===== config.mk =====
export PLATFORM = sky130hd
export DESIGN_NAME = aes_result_buf
export DESIGN_NICKNAME = d
export VERILOG_FILES = /design/src/hw/aes_pkg.sv /design/src/hw/aes_result_buf.sv
export SDC_FILE = /design/constraint.sdc
export NUM_CORES = 1
export LEC_CHECK = 0
export BUFFER_PORTS_ARGS = -buffer_cell sky130_fd_sc_hd__buf_2
export CAP_MARGIN = 20
export CORE_UTILIZATION = 30
export CTS_CLUSTER_DIAMETER = 50
export DETAILED_ROUTE_END_ITERATION = 16
export HOLD_SLACK_MARGIN = 0.06
export PLACE_DENSITY = 0.68
export SLEW_MARGIN = 10
export SYNTH_ARGS = -nofsm -noshare
export SYNTH_HDL_FRONTEND = slang
export SYNTH_SLANG_ARGS = --single-unit

===== constraint.sdc =====
create_clock -name wb_clk_i -period 2.7 [get_ports wb_clk_i]
set_input_delay 0.135 -clock wb_clk_i [delete_from_list [all_inputs] [get_ports wb_clk_i]]
set_output_delay 0.135 -clock wb_clk_i [all_outputs]
set_load 0.01 [all_outputs]

===== src/hw/aes_pkg.sv =====
`default_nettype none

package aes_pkg;

  // ##########################################################################
  // Register map with the word index taken from wb_adr_i[5:2]
  // ##########################################################################
  localparam logic [3:0] REG_CTRL  = 4'd0;
  localparam logic [3:0] REG_PT0   = 4'd1;   // Least significant plaintext word
  localparam logic [3:0] REG_PT1   = 4'd2;
  localparam logic [3:0] REG_PT2   = 4'd3;
  localparam logic [3:0] REG_PT3   = 4'd4;
  localparam logic [3:0] REG_KEY0  = 4'd5;   // Least significant key word
  localparam logic [3:0] REG_KEY1  = 4'd6;
  localparam logic [3:0] REG_KEY2  = 4'd7;
  localparam logic [3:0] REG_KEY3  = 4'd8;
  localparam logic [3:0] REG_VALID = 4'd9;
  localparam logic [3:0] REG_CT0   = 4'd10;  // Bits 127 to 96 of the ciphertext
  localparam logic [3:0] REG_CT1   = 4'd11;
  localparam logic [3:0] REG_CT2   = 4'd12;
  localparam logic [3:0] REG_CT3   = 4'd13;

  localparam int BLOCK_W = 128;
  localparam int WORD_W  = 32;

  localparam logic [3:0] NUM_ROUNDS = 4'd10;

  // ##########################################################################
  // Forward S-box
  // ##########################################################################
  localparam logic [7:0] SBOX [256] = '{
    8'h63, 8'h7c, 8'h77, 8'h7b, 8'hf2, 8'h6b, 8'h6f, 8'hc5,
    8'h30, 8'h01, 8'h67, 8'h2b, 8'hfe, 8'hd7, 8'hab, 8'h76,
    8'hca, 8'h82, 8'hc9, 8'h7d, 8'hfa, 8'h59, 8'h47, 8'hf0,
    8'had, 8'hd4, 8'ha2, 8'haf, 8'h9c, 8'ha4, 8'h72, 8'hc0,
    8'hb7, 8'hfd, 8'h93, 8'h26, 8'h36, 8'h3f, 8'hf7, 8'hcc,
    8'h34, 8'ha5, 8'he5, 8'hf1, 8'h71, 8'hd8, 8'h31, 8'h15,
    8'h04, 8'hc7, 8'h23, 8'hc3, 8'h18, 8'h96, 8'h05, 8'h9a,
    8'h07, 8'h12, 8'h80, 8'he2, 8'heb, 8'h27, 8'hb2, 8'h75,
    8'h09, 8'h83, 8'h2c, 8'h1a, 8'h1b, 8'h6e, 8'h5a, 8'ha0,
    8'h52, 8'h3b, 8'hd6, 8'hb3, 8'h29, 8'he3, 8'h2f, 8'h84,
    8'h53, 8'hd1, 8'h00, 8'hed, 8'h20, 8'hfc, 8'hb1, 8'h5b,
    8'h6a, 8'hcb, 8'hbe, 8'h39, 8'h4a, 8'h4c, 8'h58, 8'hcf,
    8'hd0, 8'hef, 8'haa, 8'hfb, 8'h43, 8'h4d, 8'h33, 8'h85,
    8'h45, 8'hf9, 8'h02, 8'h7f, 8'h50, 8'h3c, 8'h9f, 8'ha8,
    8'h51, 8'ha3, 8'h40, 8'h8f, 8'h92, 8'h9d, 8'h38, 8'hf5,
    8'hbc, 8'hb6, 8'hda, 8'h21, 8'h10, 8'hff, 8'hf3, 8'hd2,
    8'hcd, 8'h0c, 8'h13, 8'hec, 8'h5f, 8'h97, 8'h44, 8'h17,
    8'hc4, 8'ha7, 8'h7e, 8'h3d, 8'h64, 8'h5d, 8'h19, 8'h73,
    8'h60, 8'h81, 8'h4f, 8'hdc, 8'h22, 8'h2a, 8'h90, 8'h88,
    8'h46, 8'hee, 8'hb8, 8'h14, 8'hde, 8'h5e, 8'h0b, 8'hdb,
    8'he0, 8'h32, 8'h3a, 8'h0a, 8'h49, 8'h06, 8'h24, 8'h5c,
    8'hc2, 8'hd3, 8'hac, 8'h62, 8'h91, 8'h95, 8'he4, 8'h79,
    8'he7, 8'hc8, 8'h37, 8'h6d, 8'h8d, 8'hd5, 8'h4e, 8'ha9,
    8'h6c, 8'h56, 8'hf4, 8'hea, 8'h65, 8'h7a, 8'hae, 8'h08,
    8'hba, 8'h78, 8'h25, 8'h2e, 8'h1c, 8'ha6, 8'hb4, 8'hc6,
    8'he8, 8'hdd, 8'h74, 8'h1f, 8'h4b, 8'hbd, 8'h8b, 8'h8a,
    8'h70, 8'h3e, 8'hb5, 8'h66, 8'h48, 8'h03, 8'hf6, 8'h0e,
    8'h61, 8'h35, 8'h57, 8'hb9, 8'h86, 8'hc1, 8'h1d, 8'h9e,
    8'he1, 8'hf8, 8'h98, 8'h11, 8'h69, 8'hd9, 8'h8e, 8'h94,
    8'h9b, 8'h1e, 8'h87, 8'he9, 8'hce, 8'h55, 8'h28, 8'hdf,
    8'h8c, 8'ha1, 8'h89, 8'h0d, 8'hbf, 8'he6, 8'h42, 8'h68,
    8'h41, 8'h99, 8'h2d, 8'h0f, 8'hb0, 8'h54, 8'hbb, 8'h16
  };

  function automatic logic [7:0] aes_sbox(input logic [7:0] b);
    return SBOX[b];
  endfunction

  // Multiply by x modulo x^8 + x^4 + x^3 + x + 1
  function automatic logic [7:0] aes_xtime(input logic [7:0] b);
    return {b[6:0], 1'b0} ^ (b[7] ? 8'h1b : 8'h00);
  endfunction

endpackage

`default_nettype wire


===== src/hw/aes_result_buf.sv =====
`default_nettype none

module aes_result_buf import aes_pkg::*; (
  input  wire                wb_clk_i,
  input  wire                wb_rst_i,
  input  wire                done_i,
  input  wire                start_i,
  input  wire  [BLOCK_W-1:0] ct_i,
  input  wire                rd_en_i,
  input  wire  [3:0]         rd_idx_i,
  input  wire                busy_i,
  input  wire  [BLOCK_W-1:0] plaintext_i,
  input  wire  [BLOCK_W-1:0] key_i,
  output logic [WORD_W-1:0]  wb_dat_o
);

  logic [BLOCK_W-1:0] ct_q;
  logic               valid_q;

  always_ff @(posedge wb_clk_i) begin
    if (wb_rst_i) begin
      ct_q    <= '0;
      valid_q <= 1'b0;
    end else if (start_i && !busy_i) begin
      valid_q <= 1'b0;  // Only a start the core accepts clears the result
    end else if (done_i) begin
      ct_q    <= ct_i;
      valid_q <= 1'b1;
    end
  end

  // Read data is registered so it lines up with the ack
  always_ff @(posedge wb_clk_i) begin
    if (wb_rst_i) begin
      wb_dat_o <= '0;
    end else if (rd_en_i) begin
      case (rd_idx_i)
        REG_CTRL:  wb_dat_o <= {31'b0, busy_i};
        REG_PT0:   wb_dat_o <= plaintext_i[31:0];
        REG_PT1:   wb_dat_o <= plaintext_i[63:32];
        REG_PT2:   wb_dat_o <= plaintext_i[95:64];
        REG_PT3:   wb_dat_o <= plaintext_i[127:96];
        REG_KEY0:  wb_dat_o <= key_i[31:0];
        REG_KEY1:  wb_dat_o <= key_i[63:32];
        REG_KEY2:  wb_dat_o <= key_i[95:64];
        REG_KEY3:  wb_dat_o <= key_i[127:96];
        REG_VALID: wb_dat_o <= {31'b0, valid_q};
        REG_CT0:   wb_dat_o <= ct_q[127:96];
        REG_CT1:   wb_dat_o <= ct_q[95:64];
        REG_CT2:   wb_dat_o <= ct_q[63:32];
        REG_CT3:   wb_dat_o <= ct_q[31:0];
        default:   wb_dat_o <= '0;
      endcase
    end
  end

endmodule

`default_nettype wire


==> impl_metrics.ini, run 1 <==
[outcome]
outcome = completed

[floorplan]
die_area_um2 = 29600
die_w_um = 172
initial_core_util_pct = 30.9
rows = 61
ioPinCount = 426
dieHeight_um = 172
core-area_um2 = 28100

[cts]
root_buffer = clkbuf_16
cts_tree = built
clock_latency_ns = 0.44
clock_sinks = 161
cts_inserted_buffers = 17
cts_buffer_depth = 2
cts_setup_buffers = 0
clkTransAtPathRegs_ns = 0.08
cts_htree_levels = 4
post_cts_resized = 0

[critical_path]
crit_path_end_kind = flop
crit_type = in -> reg
critical_path_arrival_ns = 2.42
worstRegToRegCells = 5
worst_ep_required_time_ns = 3.02
crit_fanout = 31
cp-start-kind = input port

[yosys]
synthMostInstantiatedCell = nand2_1
synth-edff-count = 0
yosys-top-cells-area = dfxtp_1 37%, nand2_1 13%, a21oi_1 8.4%
synth_top_cell_area_share_pct = 37.2
post_synth_instance_area_um2 = 8670
synthArstFlopShare_pct = 0
synth_common_cells = 310 x nand2_1, 161 x dfxtp_1, 145 x a21oi_1
syn-num-nets = 1483
synth_area_per_cell_um2 = 7.96
yosysTopAreaCell = dfxtp_1
seq_area_frac_synth_pct = 37.2
ys_types = 49
yosysWarnings = 0
ys_ff_latch = 161
syn_inst = 1089
synth-main-ff-cell = dfxtp_1

[power]
peakVddDrop_uv = 313
power_mw = 6.74
power_leakage_nw = 5.81
pwr_density_cell_nw_per_um2 = 513

[flow_run]
maxCapViolCount = 0

[grt]
antenna_found_initial = 23
grt_usage_pct = 30.0
grt_pass1_wl_um = 63500
grt_max_degree = 129
grt_pass1_vias = 10400
overflow = 0

[sta]
final_max_slew_viol_count = 0
finalCritPeriodShare_pct = 77.8
rsz0062_at_grt = no
worst_slew_pin_slew_ns = 0.940
setup_violations = 0
fmax_mhz = 476
fin_setup_tns_ns = 0
slew_headroom_pct = 37.1
hold_viol = 0
fin_crit_ns = 2.10
fin_worst_skew_ns = 0.0111

[detailed_routing]
drt_iter0_markers = 943
viasPerCell = 5.31
ant_nets = 0
route.detailed.drc = 0
wirelength_um = 46100
wl_per_cell_um = 22.8
drt_first_pass_iters = 5
vias = 10700

[final_layout]
seqCellArea_um2 = 3220
multiInputGateArea_um2 = 4920
drive_gt1_share_pct = 33.5
fillers = 2817
nets = 2004
area_growth_pct = 51.6

[place]
hpwl_um = 35100
gp_congestion = 0.934
io_buffers = 425

[min_path]
hp-class = in -> reg
min_path_cells = 3
## power breakdown
part | total [mW] | leakage (nW) | internal (mW) | switching (mW)
combinational | 1.38 | 4.16 | 0.649 | 0.730
sequential | 2.59 | 1.32 | 2.51 | 0.0795
clock | 2.78 | 0.322 | 1.61 | 1.16
## worst paths after layout
path,start,to,slack (ns)
max,rd_idx_i[0],wb_dat_o[20],0.60
min,plaintext_i[30],wb_dat_o[30],0.10
max reg2reg,ct_q[20],wb_dat_o[20],1.12
min reg2reg,wb_dat_o[13],wb_dat_o[13],0.45
## cell type report
cell class                 count  area share, %
antenna                       17          0.324
clock buffer                  18           3.34
clock inverter                14           1.64
inverter                       3         0.0857
multi-input combinational    829           37.4
sequential                   161           24.5
tap                          378           3.60
timing repair buffer         598           29.0
## worst max-delay path, stage by stage
cell	delay, ns
buf_4	0.41
buf_4	0.46
mux2i_1	0.39
o22a_1	0.24
o221ai_1	0.25
a211oi_1	0.38
o21ai_1	0.10
## logic make-up (layout without fill, tap and decap cells)
group | count (synthesis) | count (layout) | share of synthesized area, %
compound gates | 356 | 356 | 27.3
buf+inv | 99 | 633 | 6.21
flops | 161 | 161 | 37.2
mux | 76 | 76 | 10.1
other cells | 0 | 17 | 0
simple gates | 397 | 397 | 19.2
## through the flow
stage / util, % / worst slack (ns) / std cells / cell area (µm²) / hold slack, ns
floorplan: - / 1.20 / 1089 / 8670 / 0.271
global placement: 39.4 / 0.241 / 1830 / 11100 / 0.379
detailed placement: 39.4 / 0.247 / 1830 / 11100 / 0.380
CTS: 46.6 / 0.710 / 2001 / 13100 / 0.0877
global route: 46.8 / 0.640 / 2016 / 13100 / 0.0912
finish: 46.8 / 0.599 / 2018 / 13100 / 0.102
## sequential cells by signal (all words and copies together), names as in the netlist
| register | cells |
|---|---|
| ct_q | 128 |
| wb_dat_o | 32 |
| valid_q | 1 |
## cell usage in the layout (no fill, tap or decap), types with 11 or more instances in the layout
master / count
dlygate4sd3_1: 139
mux2_2: 24
buf_2: 423
mux2i_1: 39
dfxtp_1: 161
a2111oi_2: 11
o21ai_0: 22
o21ai_1: 18
nand2_1: 309
a22oi_1: 74
clkbuf_16: 17
nor2_1: 35
diode_2: 17
buf_4: 33
nor2b_1: 12
a21oi_1: 145
a22o_1: 37
## metal layers
layer  vias to the layer above  GRT usage, %  share of wire [%]
met4                        14          15.6                4.2
met1                      5037          34.9                 39
met2                       602          51.8                 49
li1                       4947             -                  -
met3                       125          5.97                7.3
met5                         -             0               0.22
## timing repair
action	4_1_cts	5_1_grt
hold endpoints to repair	129	0
setup endpoints to repair	0	0
hold buffers	139	0
No activity file was read; power rests on OpenSTA's default activity.
==> inputs of run 2 (changes only) <==
--- a/config.mk
+++ b/config.mk
@@ -11,7 +11,7 @@
 export CTS_CLUSTER_DIAMETER = 50
 export DETAILED_ROUTE_END_ITERATION = 16
 export HOLD_SLACK_MARGIN = 0.06
-export PLACE_DENSITY = 0.68
+export PLACE_DENSITY = 0.7
 export SLEW_MARGIN = 10
 export SYNTH_ARGS = -nofsm -noshare
 export SYNTH_HDL_FRONTEND = slang
==> constraint.sdc (replaced) <==
create_clock -name wb_clk_i -period 1.7 [get_ports wb_clk_i]
set_input_delay 0.085 -clock wb_clk_i [delete_from_list [all_inputs] [get_ports wb_clk_i]]
set_output_delay 0.085 -clock wb_clk_i [all_outputs]
set_load 0.01 [all_outputs]
==> run 2 against run 1 <==
Worst setup slack worse by 0.53 ns. Total power grew 54%. Sequential power rose by 59%. Final area rose by 4.9%. Via count up 1.8%. Worst hold slack worse by 0.041 ns. Clock power grew 41%. Non-clock buffer count rose by 70. Combinational power rose by 70%. Largest cell class unchanged. Highest routed layer unchanged.
==> impl_metrics.ini, run 2 (synthesis gave the netlist of run 1 again) <==
[cts]
cts_tree = built
clock_sinks = 161
cts_inserted_buffers = 17
cts_buffer_depth = 2
root_buffer = clkbuf_16
clkTransAtPathRegs_ns = 0.07
cts_setup_buffers = 0
cts_htree_levels = 4
clock_latency_ns = 0.44

[sta]
setup_violations = 0
final_max_slew_viol_count = 0
slew_headroom_pct = 22.1
fmax_mhz = 613
worst_slew_pin_slew_ns = 1.17
fin_crit_ns = 1.63
rsz0062_at_grt = no
hold_viol = 0
fin_setup_tns_ns = 0
finalCritPeriodShare_pct = 96.0
fin_worst_skew_ns = 0.00849

[place]
gp_congestion = 0.944
hpwl_um = 35000
placed_cells = 1883
io_buffers = 425
place_area_um2 = 11600

[final_layout]
layoutNonFillerInstCount = 2089
top_register = ct_q
finalInstanceArea_um2 = 13800
drive_gt1_share_pct = 35.3
final_util_pct = 49.1
largest_reg_flops = 128
top_regs = ct_q: 128 flops, wb_dat_o: 32 flops, valid_q: 1 flops
area_growth_pct = 59.0
nets = 2074
layout_common_cells = 423 x buf_2, 309 x nand2_1, 161 x dfxtp_1
final_common_cell = buf_2

[critical_path]
crit_fanout = 1
worst_path_largest_cell_delay_ns = 0.58
worst_ep_required_time_ns = 2.03
cp_slowest_cell = dlygate4sd3_1
crit_path_frequent_cell = dlygate4sd3_1
crit_type = in -> reg
path_cells = dlygate4sd3_1 > buf_2 > a22o_1 > dlygate4sd3_1 > a221oi_1 > o21ai_0
critical_path_arrival_ns = 1.96
cp-start-kind = input port
crit_path_end_kind = flop

[floorplan]
die_area_um2 = 29600
core-area_um2 = 28100
ioPinCount = 426
rows = 61
dieHeight_um = 172
die_w_um = 172
initial_core_util_pct = 30.9

[grt]
grt_pass1_wl_um = 63900
grt_usage_pct = 30.2
antenna_found_initial = 21
grt_pass1_vias = 10500
overflow = 0
grt_max_degree = 130

[detailed_routing]
wl_per_cell_um = 22.1
ant_nets = 0
drt_first_pass_iters = 5
viasPerCell = 5.23
route.met3.wl_um = 3480
wl_met1_um = 19000
met2_length_um = 21800
vias = 10900
top_layer_used = met5
wirelength_um = 46200
route.detailed.drc = 0
drt_iter0_markers = 840

[power]
peakVddDrop_uv = 576
power_leakage_nw = 6.12
pwr_density_cell_nw_per_um2 = 752

[min_path]
hp-class = in -> reg

[flow_run]
maxCapViolCount = 0

[outcome]
outcome = completed
-- run 2: cell type report --
cell class | instances | area, µm²
tap | 378 | 473
multi-input combinational | 829 | 4930
sequential | 161 | 3220
clock inverter | 13 | 128
antenna | 18 | 45.0
clock buffer | 19 | 453
fill | 2759 | 14300
timing repair buffer | 668 | 4520
inverter | 3 | 11.3
-- run 2: final timing paths --
check	start	to	slack, ns	cells past startpoint
worst max-delay path	plaintext_i[122]	wb_dat_o[26]	0.07	6
worst min-delay path	key_i[21]	wb_dat_o[21]	0.06	4
worst max register to register	ct_q[30]	wb_dat_o[30]	0.20	6
worst min register to register	ct_q[45]	ct_q[45]	0.45	2
-- run 2: per-stage QoR --
step | power (mW) | setup WS [ns] | hold WS, ns
floorplan | 5.12 | 0.252 | 0.221
global placement | 6.18 | -0.263 | 0.329
detailed placement | 6.21 | -0.268 | 0.330
CTS | 10.4 | 0.123 | 0.0607
global route | 10.7 | 0.0499 | 0.0678
finish | 10.4 | 0.0679 | 0.0610
-- run 2: layer usage --
metal | up-vias | GRT usage [%]
met4 | 6 | 14.9
met1 | 5128 | 37.3
met3 | 107 | 5.75
met5 | - | 0
li1 | 5090 | -
met2 | 585 | 50.0
-- run 2: power by group --
part	total, mW	switching (mW)	internal (mW)
clock	3.91	1.79	2.12
combinational	2.34	1.17	1.17
sequential	4.11	0.127	3.99
total	10.4	3.09	7.28
-- run 2: worst max-delay path, delay by kind of cell --
family                 cells  cell delay (ns)
buffers and inverters      3             1.26
AO/OA/AOI/OAI              3             0.60
-- run 2: repair_timing --
action | in CTS | in global routing
hold buffers | 156 | 0
endpoints found under the hold margin | 149 | 0
resized for setup | 0 | 0
