File: config.mk
export PLATFORM = sky130hd
export DESIGN_NAME = aes_wb_regs
export DESIGN_NICKNAME = d
export VERILOG_FILES = /design/src/hw/aes_pkg.sv /design/src/hw/aes_wb_regs.sv
export SDC_FILE = /design/constraint.sdc
export NUM_CORES = 1
export LEC_CHECK = 0
export ABC_AREA = 1
export ABC_CLOCK_PERIOD_IN_PS = 5800
export BUFFER_PORTS_ARGS = -buffer_cell sky130_fd_sc_hd__buf_2
export CORE_MARGIN = 5
export CORE_UTILIZATION = 53
export DETAILED_ROUTE_END_ITERATION = 8
export PLACE_DENSITY = 0.88
export SETUP_SLACK_MARGIN = 0.05
export SKIP_LAST_GASP = 1
export SLEW_MARGIN = 0
export SYNTH_ARGS = -nofsm -noshare
export SYNTH_HDL_FRONTEND = slang
export SYNTH_SLANG_ARGS = --single-unit
export TNS_END_PERCENT = 50
File: constraint.sdc
create_clock -name wb_clk_i -period 5.8 [get_ports wb_clk_i]
set_clock_uncertainty 0.2 [all_clocks]
set_input_delay 0.87 -clock wb_clk_i [delete_from_list [all_inputs] [get_ports wb_clk_i]]
set_output_delay 0.87 -clock wb_clk_i [all_outputs]
set_load 0.05 [all_outputs]
File: src/hw/aes_pkg.sv
`default_nettype none

package aes_pkg;

  // ##########################################################################
  // Register map with the word index taken from wb_adr_i[5:2]
  // ##########################################################################
  localparam logic [3:0] REG_CTRL  = 4'd0;
  localparam logic [3:0] REG_PT0   = 4'd1;   // Least significant plaintext word
  localparam logic [3:0] REG_PT1   = 4'd2;
  localparam logic [3:0] REG_PT2   = 4'd3;
  localparam logic [3:0] REG_PT3   = 4'd4;
  localparam logic [3:0] REG_KEY0  = 4'd5;   // Least significant key word
  localparam logic [3:0] REG_KEY1  = 4'd6;
  localparam logic [3:0] REG_KEY2  = 4'd7;
  localparam logic [3:0] REG_KEY3  = 4'd8;
  localparam logic [3:0] REG_VALID = 4'd9;
  localparam logic [3:0] REG_CT0   = 4'd10;  // Bits 127 to 96 of the ciphertext
  localparam logic [3:0] REG_CT1   = 4'd11;
  localparam logic [3:0] REG_CT2   = 4'd12;
  localparam logic [3:0] REG_CT3   = 4'd13;

  localparam int BLOCK_W = 128;
  localparam int WORD_W  = 32;

  localparam logic [3:0] NUM_ROUNDS = 4'd10;

  // ##########################################################################
  // Forward S-box
  // ##########################################################################
  localparam logic [7:0] SBOX [256] = '{
    8'h63, 8'h7c, 8'h77, 8'h7b, 8'hf2, 8'h6b, 8'h6f, 8'hc5,
    8'h30, 8'h01, 8'h67, 8'h2b, 8'hfe, 8'hd7, 8'hab, 8'h76,
    8'hca, 8'h82, 8'hc9, 8'h7d, 8'hfa, 8'h59, 8'h47, 8'hf0,
    8'had, 8'hd4, 8'ha2, 8'haf, 8'h9c, 8'ha4, 8'h72, 8'hc0,
    8'hb7, 8'hfd, 8'h93, 8'h26, 8'h36, 8'h3f, 8'hf7, 8'hcc,
    8'h34, 8'ha5, 8'he5, 8'hf1, 8'h71, 8'hd8, 8'h31, 8'h15,
    8'h04, 8'hc7, 8'h23, 8'hc3, 8'h18, 8'h96, 8'h05, 8'h9a,
    8'h07, 8'h12, 8'h80, 8'he2, 8'heb, 8'h27, 8'hb2, 8'h75,
    8'h09, 8'h83, 8'h2c, 8'h1a, 8'h1b, 8'h6e, 8'h5a, 8'ha0,
    8'h52, 8'h3b, 8'hd6, 8'hb3, 8'h29, 8'he3, 8'h2f, 8'h84,
    8'h53, 8'hd1, 8'h00, 8'hed, 8'h20, 8'hfc, 8'hb1, 8'h5b,
    8'h6a, 8'hcb, 8'hbe, 8'h39, 8'h4a, 8'h4c, 8'h58, 8'hcf,
    8'hd0, 8'hef, 8'haa, 8'hfb, 8'h43, 8'h4d, 8'h33, 8'h85,
    8'h45, 8'hf9, 8'h02, 8'h7f, 8'h50, 8'h3c, 8'h9f, 8'ha8,
    8'h51, 8'ha3, 8'h40, 8'h8f, 8'h92, 8'h9d, 8'h38, 8'hf5,
    8'hbc, 8'hb6, 8'hda, 8'h21, 8'h10, 8'hff, 8'hf3, 8'hd2,
    8'hcd, 8'h0c, 8'h13, 8'hec, 8'h5f, 8'h97, 8'h44, 8'h17,
    8'hc4, 8'ha7, 8'h7e, 8'h3d, 8'h64, 8'h5d, 8'h19, 8'h73,
    8'h60, 8'h81, 8'h4f, 8'hdc, 8'h22, 8'h2a, 8'h90, 8'h88,
    8'h46, 8'hee, 8'hb8, 8'h14, 8'hde, 8'h5e, 8'h0b, 8'hdb,
    8'he0, 8'h32, 8'h3a, 8'h0a, 8'h49, 8'h06, 8'h24, 8'h5c,
    8'hc2, 8'hd3, 8'hac, 8'h62, 8'h91, 8'h95, 8'he4, 8'h79,
    8'he7, 8'hc8, 8'h37, 8'h6d, 8'h8d, 8'hd5, 8'h4e, 8'ha9,
    8'h6c, 8'h56, 8'hf4, 8'hea, 8'h65, 8'h7a, 8'hae, 8'h08,
    8'hba, 8'h78, 8'h25, 8'h2e, 8'h1c, 8'ha6, 8'hb4, 8'hc6,
    8'he8, 8'hdd, 8'h74, 8'h1f, 8'h4b, 8'hbd, 8'h8b, 8'h8a,
    8'h70, 8'h3e, 8'hb5, 8'h66, 8'h48, 8'h03, 8'hf6, 8'h0e,
    8'h61, 8'h35, 8'h57, 8'hb9, 8'h86, 8'hc1, 8'h1d, 8'h9e,
    8'he1, 8'hf8, 8'h98, 8'h11, 8'h69, 8'hd9, 8'h8e, 8'h94,
    8'h9b, 8'h1e, 8'h87, 8'he9, 8'hce, 8'h55, 8'h28, 8'hdf,
    8'h8c, 8'ha1, 8'h89, 8'h0d, 8'hbf, 8'he6, 8'h42, 8'h68,
    8'h41, 8'h99, 8'h2d, 8'h0f, 8'hb0, 8'h54, 8'hbb, 8'h16
  };

  function automatic logic [7:0] aes_sbox(input logic [7:0] b);
    return SBOX[b];
  endfunction

  // Multiply by x modulo x^8 + x^4 + x^3 + x + 1
  function automatic logic [7:0] aes_xtime(input logic [7:0] b);
    return {b[6:0], 1'b0} ^ (b[7] ? 8'h1b : 8'h00);
  endfunction

endpackage

`default_nettype wire

File: src/hw/aes_wb_regs.sv
`default_nettype none

module aes_wb_regs import aes_pkg::*; (
  input  wire                wb_clk_i,
  input  wire                wb_rst_i,
  input  wire                wb_cyc_i,
  input  wire                wb_stb_i,
  input  wire                wb_we_i,
  input  wire [31:0]         wb_adr_i,
  input  wire [WORD_W-1:0]   wb_dat_i,
  output logic               wb_ack_o,
  output logic [BLOCK_W-1:0] plaintext_o,
  output logic [BLOCK_W-1:0] key_o,
  output logic               start_o,
  output logic               rd_en_o,
  output logic [3:0]         rd_idx_o
);

  logic [WORD_W-1:0] pt_q  [4];
  logic [WORD_W-1:0] key_q [4];
  logic              access;
  logic [3:0]        idx;

  // Gating with ack keeps a held strobe from counting twice
  assign access = wb_cyc_i & wb_stb_i & ~wb_ack_o;
  assign idx    = wb_adr_i[5:2];

  always_ff @(posedge wb_clk_i) begin
    if (wb_rst_i) begin
      wb_ack_o <= 1'b0;
      start_o  <= 1'b0;
      for (int i = 0; i < 4; i++) begin
        pt_q[i]  <= '0;
        key_q[i] <= '0;
      end
    end else begin
      wb_ack_o <= access;
      start_o  <= access & wb_we_i & (idx == REG_CTRL) & wb_dat_i[0];
      if (access && wb_we_i) begin
        case (idx)
          REG_PT0:  pt_q[0]  <= wb_dat_i;
          REG_PT1:  pt_q[1]  <= wb_dat_i;
          REG_PT2:  pt_q[2]  <= wb_dat_i;
          REG_PT3:  pt_q[3]  <= wb_dat_i;
          REG_KEY0: key_q[0] <= wb_dat_i;
          REG_KEY1: key_q[1] <= wb_dat_i;
          REG_KEY2: key_q[2] <= wb_dat_i;
          REG_KEY3: key_q[3] <= wb_dat_i;
          default: ;  // Unmapped and read-only words
        endcase
      end
    end
  end

  // Highest numbered word ends up in the top bits
  assign plaintext_o = {pt_q[3], pt_q[2], pt_q[1], pt_q[0]};
  assign key_o       = {key_q[3], key_q[2], key_q[1], key_q[0]};

  assign rd_en_o  = access & ~wb_we_i;
  assign rd_idx_o = idx;

endmodule

`default_nettype wire

==> flow_summary.json, run 1 <==
{
  "cts_sinks": 258,
  "antenna_found_initial": 0,
  "tritoncts": "done",
  "p_leak_nw": 5.18,
  "fin_tns_setup_ns": 0,
  "wire_per_inst_um": 22.4,
  "finalCriticalPeriod_ns": 3.06,
  "die_x_um": 142,
  "hold_viol": 0,
  "worstSetupPathType": "in2reg",
  "track_usage_pct": 25.4,
  "placed_cells": 1128,
  "numCtsBuffers": 25,
  "final_cell_mix": "buf_2, nor2_1, edfxtp_1",
  "yosysSeqAreaShare_pct": 84.1,
  "drc": 0,
  "nNetsFinal": 999,
  "setup_viol": 0,
  "drt_iter0_drc": 527,
  "routabilityCongestion": 0.814,
  "synth_top_area_share_pct": 83.7,
  "syn_inst": 629,
  "vias": 6388,
  "peakVddDrop_v": 0.000280,
  "diodes": 0,
  "synthDistinctLibCells": 12,
  "max_slew_margin_pct": 32.9,
  "cp-start-kind": "input port",
  "yosysTopAreaCell": "edfxtp_1",
  "grt_pass1_vias": 6519,
  "timing.final.crit_share_pct": 52.7,
  "synth_nets": 698,
  "ys_ff_latch": 258,
  "clk_latency_ns": 0.50,
  "place_hpwl_um": 16600,
  "num_rows": 48,
  "cp_cell_sequence": "buf_2 -> nand2_1 -> nor3_2 -> nand3_2 -> nor2_1",
  "cts_setup_buffers": 0,
  "grt_pass1_wl_um": 38100,
  "finalNonFillerCells": 1174,
  "layout-drive-gt1-share_pct": 37.8,
  "status": "complete, no violations",
  "core_area_um2": 17200,
  "hold_path.class": "reg2reg",
  "crit_family": "simple AND/OR/NAND/NOR gates",
  "via_per_inst": 5.44,
  "worst_slew_pin_slew_ns": 1.00,
  "cts_resized": 0,
  "start_util_pct": 53.5,
  "avgSynthCellArea_um2": 14.6,
  "overflow": 0,
  "synth_area_leaders": "edfxtp_1, nor2_1, inv_1, buf_2, nand2_1",
  "arrival_ns": 3.14,
  "areaGrowthSynthToFinish_pct": 27.3,
  "ioPinCount": 332,
  "ctsLongestPathBuffers": 3,
  "dieArea_um2": 20100,
  "path_clk_slew_ns": 0.07,
  "cts_root_buffer": "clkbuf_16",
  "die_h_um": 142,
  "grt_max_degree": 33,
  "io_buffers": 303,
  "firstDrtPassIters": 8,
  "htreeDepth": 1,
  "cp-end-kind": "register",
  "critical_path.max_fanout": 32,
  "cp.required_ns": 5.88,
  "ant_nets": 0,
  "slew_viol_final": 0,
  "layout_commonest_cell": "buf_2",
  "rsz0062_at_grt": "no",
  "max-cap-violations": 0,
  "cp_slowest_stage_delay_ns": 0.93,
  "hold_slack_ns": 0.368,
  "cp_num_buf_inv": 1,
  "synthesis.area_um2": 9190,
  "slowest_stage": "nand3_2",
  "ys_warn_count": 0,
  "routed_wl_um": 26200,
  "powerDensity_nw_per_um2": 361,
  "cts_hold_buf": 0,
  "fmax_mhz": 327
}
## layer usage
| layer | part of all wire [%] | track usage, % | up-vias |
|---|---|---|---|
| met2 | 52 | 44.8 | 474 |
| met4 | 3.6 | 9.55 | 0 |
| met3 | 12 | 7.11 | 68 |
| li1 | - | - | 2728 |
| met5 | 0 | 0 | - |
| met1 | 33 | 29.6 | 3118 |
## cell type report
| cell class | instances | area, um^2 |
|---|---|---|
| sequential | 258 | 7730 |
| fill | 1181 | 5480 |
| timing repair buffer | 303 | 1520 |
| multi-input combinational | 304 | 1220 |
| clock buffer | 26 | 629 |
| tap | 225 | 282 |
| clock inverter | 20 | 175 |
| inverter | 38 | 143 |
## kinds of logic (layout without fill, tap and decap cells)
family,after synthesis,count (layout),share of synthesized area [%]
buffers and inverters,67,387,3.23
flip-flops,258,258,84.1
AND/OR/NAND/NOR,304,304,12.7
## worst reg2reg max path: cells and delay by family, from the launching register on
| kind | cells | cell delay [ns] |
|---|---|---|
| flip-flops | 1 | 0.32 |
| AND/OR/NAND/NOR | 3 | 2.18 |
## registers in the layout (all words and copies together), names as in the netlist
| name | flops |
|---|---|
| key_q | 128 |
| wb_ack_o | 1 |
| pt_q | 128 |
| start_o | 1 |
## cells in the mapped netlist
master,instances
nand2_1,25
clkinv_1,1
clkbuf_1,1
nor2_1,268
nor3_2,1
inv_1,37
dfxtp_1,2
buf_2,24
nand3b_1,1
buf_4,4
nand3_1,9
edfxtp_1,256
## per-stage QoR
step	util [%]	setup slack, ns	power, mW	instance area (um^2)
after floorplan	-	2.93	2.52	9190
after detailed placement	63.4	2.40	2.66	10900
after CTS	68.1	2.78	4.23	11700
after global placement	63.4	2.61	2.64	10900
after global routing	68.1	2.64	4.33	11700
final	68.1	2.74	4.22	11700
## where the power goes
| part | total [mW] | internal, mW | leakage (nW) | switching (mW) |
|---|---|---|---|---|
| registers | 2.14 | 2.12 | 2.61 | 0.0226 |
| clock network | 1.60 | 0.923 | 0.405 | 0.678 |
| logic | 0.473 | 0.0661 | 2.16 | 0.407 |
## path summary, 6_finish.rpt
kind                           endpoint  slack (ns)  depth (start not counted)                 from
min                 wb_ack_o$_SDFF_PP0_        0.37                          1  wb_ack_o$_SDFF_PP0_
max reg2reg  key_q[0][10]$_SDFFCE_PN0P_        2.88                          3  wb_ack_o$_SDFF_PP0_
min reg2reg         wb_ack_o$_SDFF_PP0_        0.37                          1  wb_ack_o$_SDFF_PP0_
max          key_q[0][10]$_SDFFCE_PN0P_        2.74                          5             wb_cyc_i
No activity file was read; power rests on OpenSTA's default activity.
==> run 2: changes to the inputs <==
ABC_CLOCK_PERIOD_IN_PS = 2650   (was 5800)
CORE_UTILIZATION = 44   (was 53)
PLACE_DENSITY = 0.78   (was 0.88)
clock period = 2.65 ns   (was 5.8 ns; I/O delays follow)
==> flow_summary.json, run 2 (same netlist as run 1, synthesis figures left out) <==
{
  "status": "complete, no violations",
  "reg_top3": "key_q (128), pt_q (128)",
  "core_area_um2": 20400,
  "ctsLongestPathBuffers": 3,
  "setup_viol": 0,
  "worstHoldStart": "wb_adr_i[3]",
  "hold_viol": 0,
  "powerDensity_nw_per_um2": 774,
  "r2r_slack_ns": 0.55,
  "grt_pass1_wl_um": 37500,
  "peakVddDrop_v": 0.000475,
  "cts_root_buffer": "clkbuf_16",
  "firstDrtPassIters": 5,
  "slowest_stage": "nand3_2",
  "cp-end-kind": "register",
  "max-cap-violations": 0,
  "overflow": 0,
  "layout-drive-gt1-share_pct": 38.8,
  "rsz0062_at_grt": "no",
  "start_util_pct": 45.1,
  "vias": 6109,
  "cp.required_ns": 2.77,
  "finalNonFillerCells": 1239,
  "cts_hold_buf": 0,
  "seq_area_um2": 7730,
  "ioPinCount": 332,
  "r2r_end": "key_q[2][28]$_SDFFCE_PN0P_",
  "cts_setup_buffers": 0,
  "cp_cell_sequence": "nor3_2 -> buf_4 -> nand3_2 -> nor2_1",
  "worstSetupPathType": "reg2reg",
  "diodes": 0,
  "numCtsBuffers": 25,
  "fmax_mhz": 476,
  "track_usage_pct": 20.7,
  "wl_met2_um": 12800,
  "placed_cells": 1195,
  "cp_slowest_stage_delay_ns": 0.65,
  "dieArea_um2": 23900,
  "slew_viol_final": 0,
  "worst_slew_pin_slew_ns": 0.827,
  "path_clk_slew_ns": 0.06,
  "die_h_um": 154,
  "routabilityCongestion": 0.795,
  "max_slew_margin_pct": 44.8,
  "finalCriticalPeriod_ns": 2.10,
  "routed_wl_um": 25200,
  "layout_commonest_cell": "buf_2",
  "cp-start-kind": "register",
  "holdPathEnd": "start_o$_SDFF_PP0_",
  "nNetsFinal": 1021,
  "num_rows": 52,
  "wire_per_inst_um": 20.4,
  "areaGrowthSynthToFinish_pct": 30.6,
  "grt_max_degree": 33,
  "drc": 0,
  "place_area_um2": 11200,
  "rr_worst_depth": 4,
  "cts_resized": 0,
  "io_buffers": 303,
  "clk_latency_ns": 0.50,
  "via_per_inst": 4.93,
  "highest_layer": "met4",
  "final_cell_mix": "buf_2, nor2_1, edfxtp_1",
  "final_area_um2": 12000,
  "arrival_ns": 2.22,
  "hold_slack_ns": 0.0400,
  "critical_path.max_fanout": 32,
  "place_hpwl_um": 17400,
  "cp_num_buf_inv": 1,
  "drt_iter0_drc": 419,
  "crit_family": "simple AND/OR/NAND/NOR gates",
  "hold_path.class": "in2reg",
  "reg2reg_from": "wb_ack_o$_SDFF_PP0_",
  "wl_met3_um": 2740,
  "ant_nets": 0,
  "tritoncts": "done",
  "cts_sinks": 258,
  "htreeDepth": 1,
  "hold_path_depth": 4,
  "drt-met1-wl_um": 8940,
  "fin_tns_setup_ns": 0,
  "antenna_found_initial": 0,
  "fillers": 1571,
  "grt_pass1_vias": 6205,
  "multi_input_area_um2": 1220,
  "die_x_um": 154,
  "p_leak_nw": 5.30,
  "timing.final.crit_share_pct": 79.2
}
==> run 2: cell count changes in the layout (fill, tap and decap cells not counted), sizes merged <==
cell	before	now
bufinv	3	4
clkbuf	26	28
clkinvlp	0	1
buf	303	325
inv	39	37
clkinv	16	12
==> run 2: worst max path at each step <==
stage / slack (ns) / endpoint / cells after the start / start
after floorplan: 0.25 / key_q[0][0]$_SDFFCE_PN0P_ / 4 / wb_ack_o$_SDFF_PP0_
after global placement: 0.46 / pt_q[2][10]$_SDFFCE_PN0P_ / 6 / wb_we_i
after detailed placement: 0.39 / key_q[2][8]$_SDFFCE_PN0P_ / 5 / wb_rst_i
after CTS: 0.55 / key_q[2][28]$_SDFFCE_PN0P_ / 4 / wb_ack_o$_SDFF_PP0_
after global routing: 0.35 / key_q[2][28]$_SDFFCE_PN0P_ / 4 / wb_ack_o$_SDFF_PP0_
final: 0.55 / key_q[2][28]$_SDFFCE_PN0P_ / 4 / wb_ack_o$_SDFF_PP0_
==> run 2: final cells by class <==
class	count	area share, %
Clock buffer	28	5.31
Clock inverter	16	1.45
Inverter	38	1.19
Multi-Input combinational cell	304	10.2
Sequential cell	258	64.4
Tap cell	270	2.82
Timing Repair Buffer	325	14.6
==> run 2: worst register-to-register path, stage by stage, from the launching register on <==
cell and delay (ns):
dfxtp_1 0.32, nor3_2 0.17, buf_4 0.21, nand3_2 0.65
nor2_1 0.36
==> run 2: per-stage QoR <==
step | power, mW | util, % | worst slack (ns)
final | 9.29 | 58.9 | 0.550
after global routing | 9.56 | 58.9 | 0.351
after CTS | 9.32 | 58.9 | 0.552
after detailed placement | 5.83 | 54.9 | 0.386
after global placement | 5.81 | 54.9 | 0.460
after floorplan | 5.52 | - | 0.252
==> run 2: metal layers <==
metal	vias to the layer above	track usage, %
met4	0	5.97
li1	2769	-
met1	2946	25.2
met5	-	0
met3	49	5.95
met2	345	36.0
==> run 2: report_power, final <==
group	internal, mW	switching (mW)
logic	0.165	0.887
registers	4.64	0.0467
clock network	2.10	1.45
total	6.91	2.38
==> run 3: changes to the inputs <==
ABC_AREA = 0   (was 1)
ABC_CLOCK_PERIOD_IN_PS = 1890   (was 2650)
CORE_UTILIZATION = 46   (was 44)
PLACE_DENSITY = 0.79   (was 0.78)
clock period = 1.89 ns   (was 2.65 ns; I/O delays follow)
==> flow_summary.json, run 3 <==
{
  "status": "finished, violations left",
  "violations": "negative setup slack",
  "arrival_ns": 2.05,
  "track_usage_pct": 23.0,
  "post-place-ws_ns": -0.182,
  "reg_top3": "key_q (128), pt_q (128)",
  "vias": 8195,
  "routabilityCongestion": 0.836,
  "synth_nets": 801,
  "switchingPower_mw": 3.88,
  "ctsLongestPathBuffers": 3,
  "start_util_pct": 46.9,
  "ys_warn_count": 0,
  "hold_viol": 0,
  "power_mw": 13.8,
  "timing.final.crit_share_pct": 101,
  "tritoncts": "done",
  "antenna_found_initial": 0,
  "grt_pass1_wl_um": 47000,
  "synth_edf_count": 256,
  "layout_commonest_cell": "buf_2",
  "yosysSeqAreaShare_pct": 72.5,
  "max_slew_margin_pct": 59.0,
  "synthesis.area_um2": 10700,
  "nNetsFinal": 1152,
  "diodes": 0,
  "worstSetupPathType": "reg2reg",
  "setup_viol": 9,
  "yosysTopAreaCell": "edfxtp_1",
  "synth_top_cells_by_count": "edfxtp_1, nor4_1, nor3_1",
  "routed_wl_um": 34800,
  "layout-drive-gt1-share_pct": 52.4,
  "numCtsBuffers": 27,
  "fin_ws_ns": -0.0273,
  "p_comb_share_pct": 15.9,
  "clk_latency_ns": 0.52,
  "firstDrtPassIters": 5,
  "finalCriticalPeriod_ns": 1.92,
  "max-cap-violations": 0,
  "peakVddDrop_v": 0.000687,
  "ys.flop_type": "edfxtp_1",
  "avgSynthCellArea_um2": 14.6,
  "drt_iter0_drc": 880,
  "intPower_mw": 9.89,
  "die_x_um": 162,
  "slew_viol_final": 0,
  "num_rows": 55,
  "via_per_inst": 5.91,
  "synth_area_leaders": "edfxtp_1, nor4_1, nor3_1, nor4_2, nor3_2",
  "p_seq_share_pct": 47.8,
  "grt_max_degree": 58,
  "cp-end-kind": "register",
  "cp.required_ns": 2.02,
  "clock_power_share_pct": 36.3,
  "p_leak_nw": 5.76,
  "cts_root_buffer": "clkbuf_16",
  "ant_nets": 0,
  "synthDistinctLibCells": 28,
  "powerDensity_nw_per_um2": 898,
  "synth_most_common_cell": "edfxtp_1",
  "core_area_um2": 22700,
  "final_cell_mix": "buf_2, edfxtp_1, nor3_2",
  "areaGrowthSynthToFinish_pct": 43.9,
  "syn_inst": 732,
  "cp-start-kind": "register",
  "io_buffers": 303,
  "overflow": 0,
  "rsz0062_at_grt": "yes",
  "path_clk_slew_ns": 0.07,
  "hold_slack_ns": 0.0255,
  "synth_top_area_share_pct": 72.2,
  "place_hpwl_um": 21400,
  "fmax_mhz": 522,
  "drc": 0,
  "worst_slew_pin_slew_ns": 0.615,
  "grt_pass1_vias": 7682,
  "htreeDepth": 1,
  "dieArea_um2": 26300,
  "hold_path.class": "in2reg",
  "synthArstFlopShare_pct": 0,
  "fin_tns_setup_ns": -0.0378,
  "critical_path.max_fanout": 7,
  "ioPinCount": 332,
  "switching_share_pct": 28.2,
  "ys_ff_latch": 258,
  "cts_sinks": 258,
  "wire_per_inst_um": 25.1,
  "die_h_um": 162
}
==> run 3: kinds of logic (layout without fill, tap and decap cells) <==
family	after synthesis	count (layout)	synth area share, %
simple gates	339	339	21.7
flops	258	258	72.5
buf+inv	127	496	5.19
compound gates	8	8	0.611
==> run 3: power by group through the flow <==
stage | logic, mW | clock network, mW | registers [mW]
floorplan | 0.459 | 0 | 7.53
global placement | 1.87 | 0 | 6.69
detailed placement | 1.89 | 0 | 6.69
CTS | 1.99 | 5.03 | 6.58
global route | 2.27 | 5.32 | 6.59
finish | 2.19 | 5.00 | 6.58
==> run 3: worst paths after layout <==
kind | startpoint | slack [ns] | to | cells past startpoint
setup / recovery | wb_ack_o$_SDFF_PP0_ | -0.03 | key_q[0][11]$_SDFFCE_PN0P_ | 6
hold / removal | wb_dat_i[16] | 0.03 | pt_q[2][16]$_SDFFCE_PN0P_ | 3
setup reg to reg | wb_ack_o$_SDFF_PP0_ | -0.03 | key_q[0][11]$_SDFFCE_PN0P_ | 6
hold reg to reg | wb_ack_o$_SDFF_PP0_ | 0.86 | key_q[3][20]$_SDFFCE_PN0P_ | 4
==> run 3: per-layer routing <==
layer | track usage (%) | up-vias | part of all wire (%)
li1 | - | 3570 | -
met1 | 32.1 | 4063 | 38
met2 | 37.1 | 508 | 50
met3 | 5.76 | 54 | 11
met4 | 5.00 | 0 | 1.9
met5 | 0 | - | 0
==> run 3: repair_timing <==
item | in CTS | in global routing
cloned | 3 | 19
gates resized for setup | 16 | 122
hold buffers | 32 | 0
setup buffers | 5 | 4
endpoints found under the hold margin | 32 | 0
setup endpoints to repair | 79 | 263
pin swaps | 1 | 6
==> run 3: worst max-delay path, stage by stage, from the launching register on <==
cell and delay (ns):
dfxtp_4 0.34, nand4b_1 0.23, buf_6 0.18, buf_12 0.14, clkbuf_16 0.18, buf_6 0.15
nor3_1 0.29
==> run 3: final cells by class <==
class,instances,area (um^2)
Clock buffer,30,687
Clock inverter,17,133
Fill cell,1530,7380
Inverter,33,124
Multi-Input combinational cell,347,3170
Sequential cell,258,7730
Tap cell,285,357
Timing Repair Buffer,416,3120
==> run 3: per-stage QoR <==
step           util [%]  instances  cell area, um^2
6_report           67.5       1386            15300
5_1_grt            67.5       1386            15300
4_1_cts            62.5       1365            14200
3_5_place_dp       56.6       1278            12900
3_3_place_gp       56.6       1278            12900
2_1_floorplan         -        732            10700
